`config.mk`:
```
export PLATFORM = sky130hd
export DESIGN_NAME = conv_unit
export DESIGN_NICKNAME = d
export VERILOG_FILES = /design/src/design/conv_pkg.sv /design/src/design/conv_unit.sv /design/src/design/output_chain.sv /design/src/design/conv_datapath.sv /design/src/design/step_buffer.sv
export SDC_FILE = /design/constraint.sdc
export NUM_CORES = 1
export LEC_CHECK = 0
export ABC_AREA = 1
export BUFFER_PORTS_ARGS = -buffer_cell sky130_fd_sc_hd__buf_2
export CAP_MARGIN = 20
export CORE_ASPECT_RATIO = 0.7
export CORE_MARGIN = 2
export CORE_UTILIZATION = 59
export DETAILED_ROUTE_END_ITERATION = 10
export HOLD_SLACK_MARGIN = 0.08
export PLACE_DENSITY = 0.78
export SYNTH_ARGS = -nofsm -noshare
export SYNTH_HDL_FRONTEND = slang
export SYNTH_HIERARCHICAL = 1
export SYNTH_SLANG_ARGS = --single-unit
```
`constraint.sdc`:
```
create_clock -name aclk -period 5.99 [get_ports aclk]
set_input_delay 1.198 -clock aclk [delete_from_list [all_inputs] [get_ports aclk]]
set_output_delay 1.198 -clock aclk [all_outputs]
set_load 0.005 [all_outputs]
```
`src/design/conv_pkg.sv`:
```
/*
 * shared definitions of the convolution unit
 *   element widths: pixel, weight, accumulated sum, block tag
 *   element types built on those widths
 *   packed payload of one pixel lane
 *   default values of the module parameters
 */

package conv_pkg;

    // element widths
    localparam int PIXEL_WIDTH  = 8;
    localparam int WEIGHT_WIDTH = 8;
    // result wraps modulo 2^SUM_WIDTH
    localparam int SUM_WIDTH    = 32;
    localparam int USER_WIDTH   = 4;

    // defaults for the parameters that conv_unit passes down
    localparam int DEFAULT_KERNEL_W   = 3;
    // cycles between neighbouring lanes, at least 2
    localparam int DEFAULT_STEP_DELAY = 2;
    // depth of the multiplier pipeline
    localparam int DEFAULT_MUL_DELAY  = 3;

    // signed operands and result
    typedef logic signed [PIXEL_WIDTH-1:0]  pixel_t;
    typedef logic signed [WEIGHT_WIDTH-1:0] weight_t;
    typedef logic signed [SUM_WIDTH-1:0]    sum_t;

    // block tag, plain unsigned bits
    typedef logic [USER_WIDTH-1:0] user_t;

    // one beat of a pixel lane, 13 bits
    // last marks the final beat of a block
    // user is the block tag, only meaningful with last
    typedef struct packed {
        pixel_t pixel;
        logic   last;
        user_t  user;
    } pixel_lane_t;

endpackage
```
`src/design/conv_unit.sv`:
```
/*
 * top level of the integer convolution unit
 *   pixel and weight step buffers
 *   KERNEL_W multiply-accumulate datapaths
 *   output shift chain, m_ready freezes the whole unit
 */

`timescale 1ns/1ps

module conv_unit import conv_pkg::*; #(
    parameter int KERNEL_W   = DEFAULT_KERNEL_W,
    parameter int STEP_DELAY = DEFAULT_STEP_DELAY,
    parameter int MUL_DELAY  = DEFAULT_MUL_DELAY
)(
    input  logic    aclk,
    input  logic    reset,

    input  logic    s_valid,
    input  pixel_t  s_pixel,
    input  weight_t s_weights [KERNEL_W-1:0],
    input  logic    s_last,
    input  user_t   s_user,
    output logic    s_ready,

    output logic    m_valid,
    output sum_t    m_data,
    output logic    m_last,
    output user_t   m_user,
    input  logic    m_ready
);

    // broadcast inputs of the step buffers
    logic        lane_valid     [KERNEL_W-1:0];
    pixel_lane_t lane_pixel     [KERNEL_W-1:0];

    // staggered lanes
    logic        buf_pix_valid  [KERNEL_W-1:0];
    pixel_lane_t buf_pixel      [KERNEL_W-1:0];
    logic        buf_wgt_valid  [KERNEL_W-1:0];
    weight_t     buf_weight     [KERNEL_W-1:0];

    // per lane block results
    logic        res_valid      [KERNEL_W-1:0];
    sum_t        res_sum        [KERNEL_W-1:0];
    user_t       res_user       [KERNEL_W-1:0];

    // no handshake of its own, the unit runs whenever downstream is ready
    assign s_ready = m_ready;

    genvar k;
    generate
        for (k = 0; k < KERNEL_W; k++) begin : lane_gen
            // same pixel beat goes to every lane
            assign lane_valid[k] = s_valid;
            assign lane_pixel[k] = '{pixel: s_pixel, last: s_last, user: s_user};
        end
    endgenerate

    // pixel lanes
    step_buffer #(
        .payload_t  (pixel_lane_t),
        .STEPS      (KERNEL_W),
        .STEP_DELAY (STEP_DELAY)
    ) pixel_buffer (
        .aclk        (aclk),
        .reset       (reset),
        .enable      (m_ready),
        .in_valid    (lane_valid),
        .in_payload  (lane_pixel),
        .out_valid   (buf_pix_valid),
        .out_payload (buf_pixel)
    );

    // weight lanes, one weight per lane
    step_buffer #(
        .payload_t  (weight_t),
        .STEPS      (KERNEL_W),
        .STEP_DELAY (STEP_DELAY)
    ) weight_buffer (
        .aclk        (aclk),
        .reset       (reset),
        .enable      (m_ready),
        .in_valid    (lane_valid),
        .in_payload  (s_weights),
        .out_valid   (buf_wgt_valid),
        .out_payload (buf_weight)
    );

    generate
        for (k = 0; k < KERNEL_W; k++) begin : datapath_gen
            conv_datapath #(
                .MUL_DELAY (MUL_DELAY)
            ) datapath (
                .aclk         (aclk),
                .reset        (reset),
                .enable       (m_ready),
                .pixel_valid  (buf_pix_valid[k]),
                .pixel_lane   (buf_pixel[k]),
                .weight_valid (buf_wgt_valid[k]),
                .weight       (buf_weight[k]),
                .res_valid    (res_valid[k]),
                .res_sum      (res_sum[k]),
                .res_user     (res_user[k])
            );
        end
    endgenerate

    // merges lane results into one stream, lane 0 first
    output_chain #(
        .KERNEL_W (KERNEL_W)
    ) chain (
        .aclk      (aclk),
        .reset     (reset),
        .enable    (m_ready),
        .res_valid (res_valid),
        .res_sum   (res_sum),
        .res_user  (res_user),
        .m_valid   (m_valid),
        .m_data    (m_data),
        .m_last    (m_last),
        .m_user    (m_user)
    );

endmodule

```
`src/design/output_chain.sv`:
```
/*
 * output shift chain of the convolution unit
 *   KERNEL_W registers, register k can take lane k's result
 *   otherwise each register takes the one before it
 *   last flag set only on the result of the final lane
 */

`timescale 1ns/1ps

module output_chain import conv_pkg::*; #(
    parameter int KERNEL_W = DEFAULT_KERNEL_W
)(
    input  logic  aclk,
    input  logic  reset,
    input  logic  enable,

    input  logic  res_valid [KERNEL_W-1:0],
    input  sum_t  res_sum   [KERNEL_W-1:0],
    input  user_t res_user  [KERNEL_W-1:0],

    output logic  m_valid,
    output sum_t  m_data,
    output logic  m_last,
    output user_t m_user
);

    // chain registers, index KERNEL_W-1 drives the outputs
    logic  chain_valid [KERNEL_W-1:0];
    sum_t  chain_data  [KERNEL_W-1:0];
    logic  chain_last  [KERNEL_W-1:0];
    user_t chain_user  [KERNEL_W-1:0];

    genvar k;
    generate
        for (k = 0; k < KERNEL_W; k++) begin : stage_gen
            // insertion flag for this stage
            localparam logic IS_LAST = (k == KERNEL_W - 1);

            if (k == 0) begin : head_gen
                // head of the chain only ever sees lane 0
                always_ff @(posedge aclk) begin
                    if (reset) begin
                        chain_valid[k] <= 1'b0;
                    end else if (enable) begin
                        chain_valid[k] <= res_valid[k];
                    end
                end

                always_ff @(posedge aclk) begin
                    if (enable && res_valid[k]) begin
                        chain_data[k] <= res_sum[k];
                        chain_last[k] <= IS_LAST;
                        chain_user[k] <= res_user[k];
                    end
                end
            end else begin : body_gen
                // lane result wins, else shift from stage k-1
                always_ff @(posedge aclk) begin
                    if (reset) begin
                        chain_valid[k] <= 1'b0;
                    end else if (enable) begin
                        chain_valid[k] <= res_valid[k] | chain_valid[k-1];
                    end
                end

                always_ff @(posedge aclk) begin
                    if (enable) begin
                        if (res_valid[k]) begin
                            chain_data[k] <= res_sum[k];
                            chain_last[k] <= IS_LAST;
                            chain_user[k] <= res_user[k];
                        end else begin
                            chain_data[k] <= chain_data[k-1];
                            chain_last[k] <= chain_last[k-1];
                            chain_user[k] <= chain_user[k-1];
                        end
                    end
                end
            end
        end
    endgenerate

    // tail of the chain, held while enable is low
    assign m_valid = chain_valid[KERNEL_W-1];
    assign m_data  = chain_data[KERNEL_W-1];
    assign m_last  = chain_last[KERNEL_W-1];
    assign m_user  = chain_user[KERNEL_W-1];

endmodule

```
`src/design/conv_datapath.sv`:
```
/*
 * one datapath of the convolution unit
 *   signed multiplier, MUL_DELAY pipeline stages
 *   block accumulator, restarts after each last beat
 *   result pulse with the finished sum and the block tag
 */

`timescale 1ns/1ps

module conv_datapath import conv_pkg::*; #(
    parameter int MUL_DELAY = DEFAULT_MUL_DELAY
)(
    input  logic        aclk,
    input  logic        reset,
    input  logic        enable,

    input  logic        pixel_valid,
    input  pixel_lane_t pixel_lane,
    input  logic        weight_valid,
    input  weight_t     weight,

    output logic        res_valid,
    output sum_t        res_sum,
    output user_t       res_user
);

    // full precision product of pixel and weight
    localparam int PROD_WIDTH = PIXEL_WIDTH + WEIGHT_WIDTH;

    // beat entering the multiplier
    logic                         beat_valid;
    logic signed [PROD_WIDTH-1:0] beat_prod;

    // multiplier pipeline, stage MUL_DELAY-1 feeds the accumulator
    logic                         mul_valid [MUL_DELAY-1:0];
    logic signed [PROD_WIDTH-1:0] mul_prod  [MUL_DELAY-1:0];
    logic                         mul_last  [MUL_DELAY-1:0];
    user_t                        mul_user  [MUL_DELAY-1:0];

    // accumulator side
    logic                         acc_in_valid;
    logic                         acc_in_last;
    user_t                        acc_in_user;
    sum_t                         prod_ext;
    sum_t                         acc;
    // set while the next product opens a new block
    logic                         block_start;

    // a beat counts only when both lanes carry data
    assign beat_valid = pixel_valid & weight_valid;
    assign beat_prod  = $signed(pixel_lane.pixel) * $signed(weight);

    // valid bits of the multiplier stages
    always_ff @(posedge aclk) begin
        if (reset) begin
            for (int i = 0; i < MUL_DELAY; i++) begin
                mul_valid[i] <= 1'b0;
            end
        end else if (enable) begin
            mul_valid[0] <= beat_valid;
            for (int i = 1; i < MUL_DELAY; i++) begin
                mul_valid[i] <= mul_valid[i-1];
            end
        end
    end

    // product, last and tag ride along with the valid bit
    always_ff @(posedge aclk) begin
        if (enable) begin
            mul_prod[0] <= beat_prod;
            mul_last[0] <= pixel_lane.last;
            mul_user[0] <= pixel_lane.user;
            for (int i = 1; i < MUL_DELAY; i++) begin
                mul_prod[i] <= mul_prod[i-1];
                mul_last[i] <= mul_last[i-1];
                mul_user[i] <= mul_user[i-1];
            end
        end
    end

    // tail of the multiplier pipeline
    assign acc_in_valid = mul_valid[MUL_DELAY-1];
    assign acc_in_last  = mul_last[MUL_DELAY-1];
    assign acc_in_user  = mul_user[MUL_DELAY-1];
    // sign extend to the accumulator width
    assign prod_ext     = sum_t'(mul_prod[MUL_DELAY-1]);

    // accumulator control
    always_ff @(posedge aclk) begin
        if (reset) begin
            block_start <= 1'b1;
            res_valid   <= 1'b0;
        end else if (enable) begin
            // one cycle pulse, together with the final sum
            res_valid <= acc_in_valid & acc_in_last;
            if (acc_in_valid) begin
                block_start <= acc_in_last;
            end
        end
    end

    // running sum, wraps modulo 2^SUM_WIDTH
    always_ff @(posedge aclk) begin
        if (enable && acc_in_valid) begin
            if (block_start) begin
                acc <= prod_ext;
            end else begin
                acc <= acc + prod_ext;
            end
            // tag of the block is taken from its last beat
            if (acc_in_last) begin
                res_user <= acc_in_user;
            end
        end
    end

    // sum is complete in the cycle res_valid is high
    assign res_sum = acc;

endmodule

```
`src/design/step_buffer.sv`:
```
/*
 * staggered delay lines for the lanes of the convolution unit
 *   lane k is delayed by k x STEP_DELAY enabled cycles
 *   lane 0 passes straight through
 *   payload type parameter lets one module serve pixels and weights
 */

`timescale 1ns/1ps

module step_buffer import conv_pkg::*; #(
    parameter type payload_t  = logic,
    parameter int  STEPS      = DEFAULT_KERNEL_W,
    parameter int  STEP_DELAY = DEFAULT_STEP_DELAY
)(
    input  logic     aclk,
    input  logic     reset,
    input  logic     enable,

    input  logic     in_valid    [STEPS-1:0],
    input  payload_t in_payload  [STEPS-1:0],

    output logic     out_valid   [STEPS-1:0],
    output payload_t out_payload [STEPS-1:0]
);

    genvar k;
    generate
        for (k = 0; k < STEPS; k++) begin : lane_gen
            if (k == 0) begin : pass_gen
                // first lane has no delay at all
                assign out_valid[k]   = in_valid[k];
                assign out_payload[k] = in_payload[k];
            end else begin : delay_gen
                localparam int DEPTH = k * STEP_DELAY;

                // tap DEPTH-1 is the lane output
                logic     valid_q [DEPTH-1:0];
                payload_t data_q  [DEPTH-1:0];

                // valid bits of the line are cleared on reset
                always_ff @(posedge aclk) begin
                    if (reset) begin
                        for (int i = 0; i < DEPTH; i++) begin
                            valid_q[i] <= 1'b0;
                        end
                    end else if (enable) begin
                        valid_q[0] <= in_valid[k];
                        for (int i = 1; i < DEPTH; i++) begin
                            valid_q[i] <= valid_q[i-1];
                        end
                    end
                end

                // payload moves along with its valid bit
                always_ff @(posedge aclk) begin
                    if (enable) begin
                        data_q[0] <= in_payload[k];
                        for (int i = 1; i < DEPTH; i++) begin
                            data_q[i] <= data_q[i-1];
                        end
                    end
                end

                assign out_valid[k]   = valid_q[DEPTH-1];
                assign out_payload[k] = data_q[DEPTH-1];
            end
        end
    endgenerate

endmodule

```
==> flow_summary.toml <==
[layout]
fillers = 4607
diodes = 0
final_nets = 4169
regArea_mm2 = 0.0168
layout-drive-gt1-share_pct = 7.66
fin_util_pct = 63.8
multi_input_area_mm2 = 0.0142
syn2layout_area_growth_pct = 6.98

[synth]
ys.flop_type = "edfxtp_1"
synth-edff-count = 555
ys_top_cells_by_area = "edfxtp_1 48%, nand2_1 13%, fa_1 9.7%"
yosysMostFrequentCell = "nand2_1"
syn_inst = 3770
yosysTopAreaCell = "edfxtp_1"
synth_top_area_share_pct = 47.9
synth_cell_types = 45
ys_ff_latch = 562
yosysSeqAreaShare_pct = 48.3
syn_area_mm2 = 0.0348
synth_warnings = 6
avgSynthCellArea_um2 = 9.23
synthTopCellsByCount = "1182 x nand2_1, 764 x inv_1, 555 x edfxtp_1, 213 x nand3_1, 180 x ha_1"
synth_nets = 4159
synthArstFlopShare_pct = 0

[critical_path]
cp_cell_sequence = "buf_2 > inv_1 > or2_2 > fa_1 > fa_1 > inv_1 > fa_1 > inv_1 > fa_1 > inv_1 > ha_1 > a21oi_1 > nand2_1 > nand2_1 > nand2_1 > nand2_1 > nand2_1 > nand3_1 > nand2_1 > xor2_1"
crit_arrival_ns = 5.21
max_stage_delay_ns = 0.55
crit_family = "adder cells"
criticalPathCategory = "in -> reg"
worstSetupEndpointType = "flop"
cp.depth = 20
worst-r2r-cell-count = 15
startpoint_type = "input port"
cp_num_buf_inv = 5
crit_fanout = 8
slowest_stage = "fa_1"
critical_path.most_common_cell = "nand2_1"
critical_path_required_ns = 6.36

[timing]
hold_viol = 0
drv_slew = 0
worst_pin_slew_ns = 1.01
finalSetupViolCount = 0
fin_crit_sh_pct = 80.9
max_freq_mhz = 206
final.min_clock_period_ns = 4.84
rsz0062_at_grt = "false"
fin_ws_ns = 1.15
fin_skew_ns = 0.0550
setup_tns_ns = 0
maxSlewHeadroom_pct = 32.3

[global_routing]
antenna_found_initial = 0
grt_overflow = 0
grt_pass1_vias = 22000
grt_use_total_pct = 23.7
grt_pass1_wl_um = 115000
grt_max_degree = 121

[cts]
cts_setup_buffers = 0
clock_sinks = 562
cts_hold_buf = 0
clk_pin_slew_worst_paths_ns = 0.07
numCtsBuffers = 51
clk_latency_ns = 0.64
cts_root_buf = "clkbuf_16"
ctsLongestPathBuffers = 3
htreeDepth = 2
cts_tree = "yes"
cts_resized = 0

[power]
power_leakage_nw = 18.3
powerDensity_mw_per_mm2 = 357
total_power_mw = 13.3
irDropWorstVdd_mv = 0.310

[floorplanning]
core_mm2 = 0.0583
io_pins = 80
start_util_pct = 59.7
dieWidth_um = 294
fp-row-count = 74
fp.dieArea_mm2 = 0.0610
die_y_um = 207

[route]
routed_wl_um = 71400
wl_per_cell_um = 15.6
dr_total_vias = 23500
drc_errors = 0
drt_iter0_markers = 2278
vias_per_cell = 5.12
drtAntennaViolNets = 0
drt_pass1_iterations = 6

[placement]
gp_congestion = 0.969
numPortBuffers = 79
hpwl_um = 53000
dp_slack_ns = 0.509

[min_path]
hold_depth = 0
hold_class = "reg -> reg"

[outcome]
status = "finished, final reports clean"

[job]
max_cap_viol_count = 0
-- path summary, 6_finish.rpt --
kind,startpoint,end,slack (ns)
setup reg to reg,weight_buffer/lane_gen[1].delay_gen.data_q[0][10],datapath_gen[1].datapath/mul_prod[0][15],1.46
setup / recovery,s_weights[7],datapath_gen[0].datapath/mul_prod[0][12],1.15
hold / removal,datapath_gen[2].datapath/mul_prod[0][27],datapath_gen[2].datapath/mul_prod[0][43],0.41
hold reg to reg,datapath_gen[2].datapath/mul_prod[0][27],datapath_gen[2].datapath/mul_prod[0][43],0.41
-- per-layer routing --
layer	up-vias	global-route usage [%]	part of all wire (%)	wire length, µm
met4	0	5.59	1.9	1340
met5	-	0	0	0
li1	11800	-	-	-
met1	10800	38.1	49	35100
met3	85	3.79	7.9	5630
met2	839	33.8	41	29300
-- placed cells by master (no fill, tap or decap), types with 3 or more instances in the layout --
cell type / Yosys / layout
nand2_1: 1182 / 1182
inv_1: 764 / 764
edfxtp_1: 555 / 555
nand3_1: 213 / 213
ha_1: 180 / 180
nor2_1: 174 / 174
fa_1: 168 / 168
a21oi_1: 93 / 93
buf_2: 13 / 78
nand2_2: 52 / 52
clkbuf_16: 0 / 51
o21ai_0: 31 / 31
xnor2_1: 28 / 28
xor2_1: 28 / 28
or2_2: 22 / 22
nand3b_1: 21 / 21
nand4_1: 16 / 16
inv_2: 13 / 13
buf_4: 52 / 12
o21ai_1: 12 / 12
clkinv_2: 0 / 10
or2_1: 10 / 10
dfxtp_1: 7 / 7
clkbuf_1: 58 / 7
nor3_1: 7 / 7
nand3_2: 7 / 7
a21o_1: 6 / 6
o21a_1: 6 / 6
nor2_2: 6 / 6
bufinv_16: 0 / 5
clkinvlp_4: 0 / 5
o21bai_1: 5 / 5
inv_6: 1 / 4
clkinv_1: 0 / 4
clkinv_16: 0 / 3
clkinv_4: 0 / 3
clkbuf_8: 4 / 3
nor3_2: 3 / 3
o211ai_1: 3 / 3
a21oi_2: 3 / 3
-- state kept, by name (all words and copies together) (netlist names) --
signal	flops
datapath_gen.datapath/mul_user	36
chain/chain_last	1
weight_buffer/lane_gen.delay_gen.data_q	48
datapath_gen.datapath/block_start	3
datapath_gen.datapath/res_sum	96
chain/chain_data	96
pixel_buffer/lane_gen.delay_gen.data_q	78
weight_buffer/lane_gen.delay_gen.valid_q	6
chain/chain_valid	3
pixel_buffer/lane_gen.delay_gen.valid_q	6
chain/chain_user	12
datapath_gen.datapath/mul_prod	144
datapath_gen.datapath/mul_last	9
datapath_gen.datapath/res_valid	3
datapath_gen.datapath/res_user	12
datapath_gen.datapath/mul_valid	9
-- report_power, final --
part / internal (mW) / total [mW] / switching [mW] / leakage [nW]
logic: 1.73 / 4.65 / 2.92 / 12.0
clock network: 1.86 / 3.40 / 1.54 / 0.848
registers: 5.04 / 5.24 / 0.205 / 5.44
-- final cells by class --
cell class / instances / area share, %
Clock buffer: 61 / 3.61
Clock inverter: 35 / 1.14
Inverter: 778 / 7.85
Multi-Input combinational cell: 2294 / 38.3
Sequential cell: 562 / 45.1
Tap cell: 760 / 2.55
Timing Repair Buffer: 93 / 1.46
-- cell families (layout without fill, tap and decap cells) --
| family | after synthesis | in the layout | synth area share (%) |
|---|---|---|---|
| AO/OA/AOI/OAI | 168 | 168 | 2.67 |
| XOR/XNOR | 56 | 56 | 1.41 |
| adder cells (fa/ha/maj) | 348 | 348 | 16.1 |
| buffers and inverters | 914 | 967 | 10.8 |
| flip-flops | 562 | 562 | 48.3 |
| AND/OR/NAND/NOR | 1722 | 1722 | 20.7 |
-- per-stage QoR --
step	std cells	cell area (µm²)	hold WS [ns]
CTS	4582	37200	0.415
global placement	4486	35400	0.400
floorplan	3770	34800	0.400
finish	4583	37200	0.410
global route	4583	37200	0.412
detailed placement	4486	35400	0.405
Note: power is estimated with default switching activity, not from simulation.
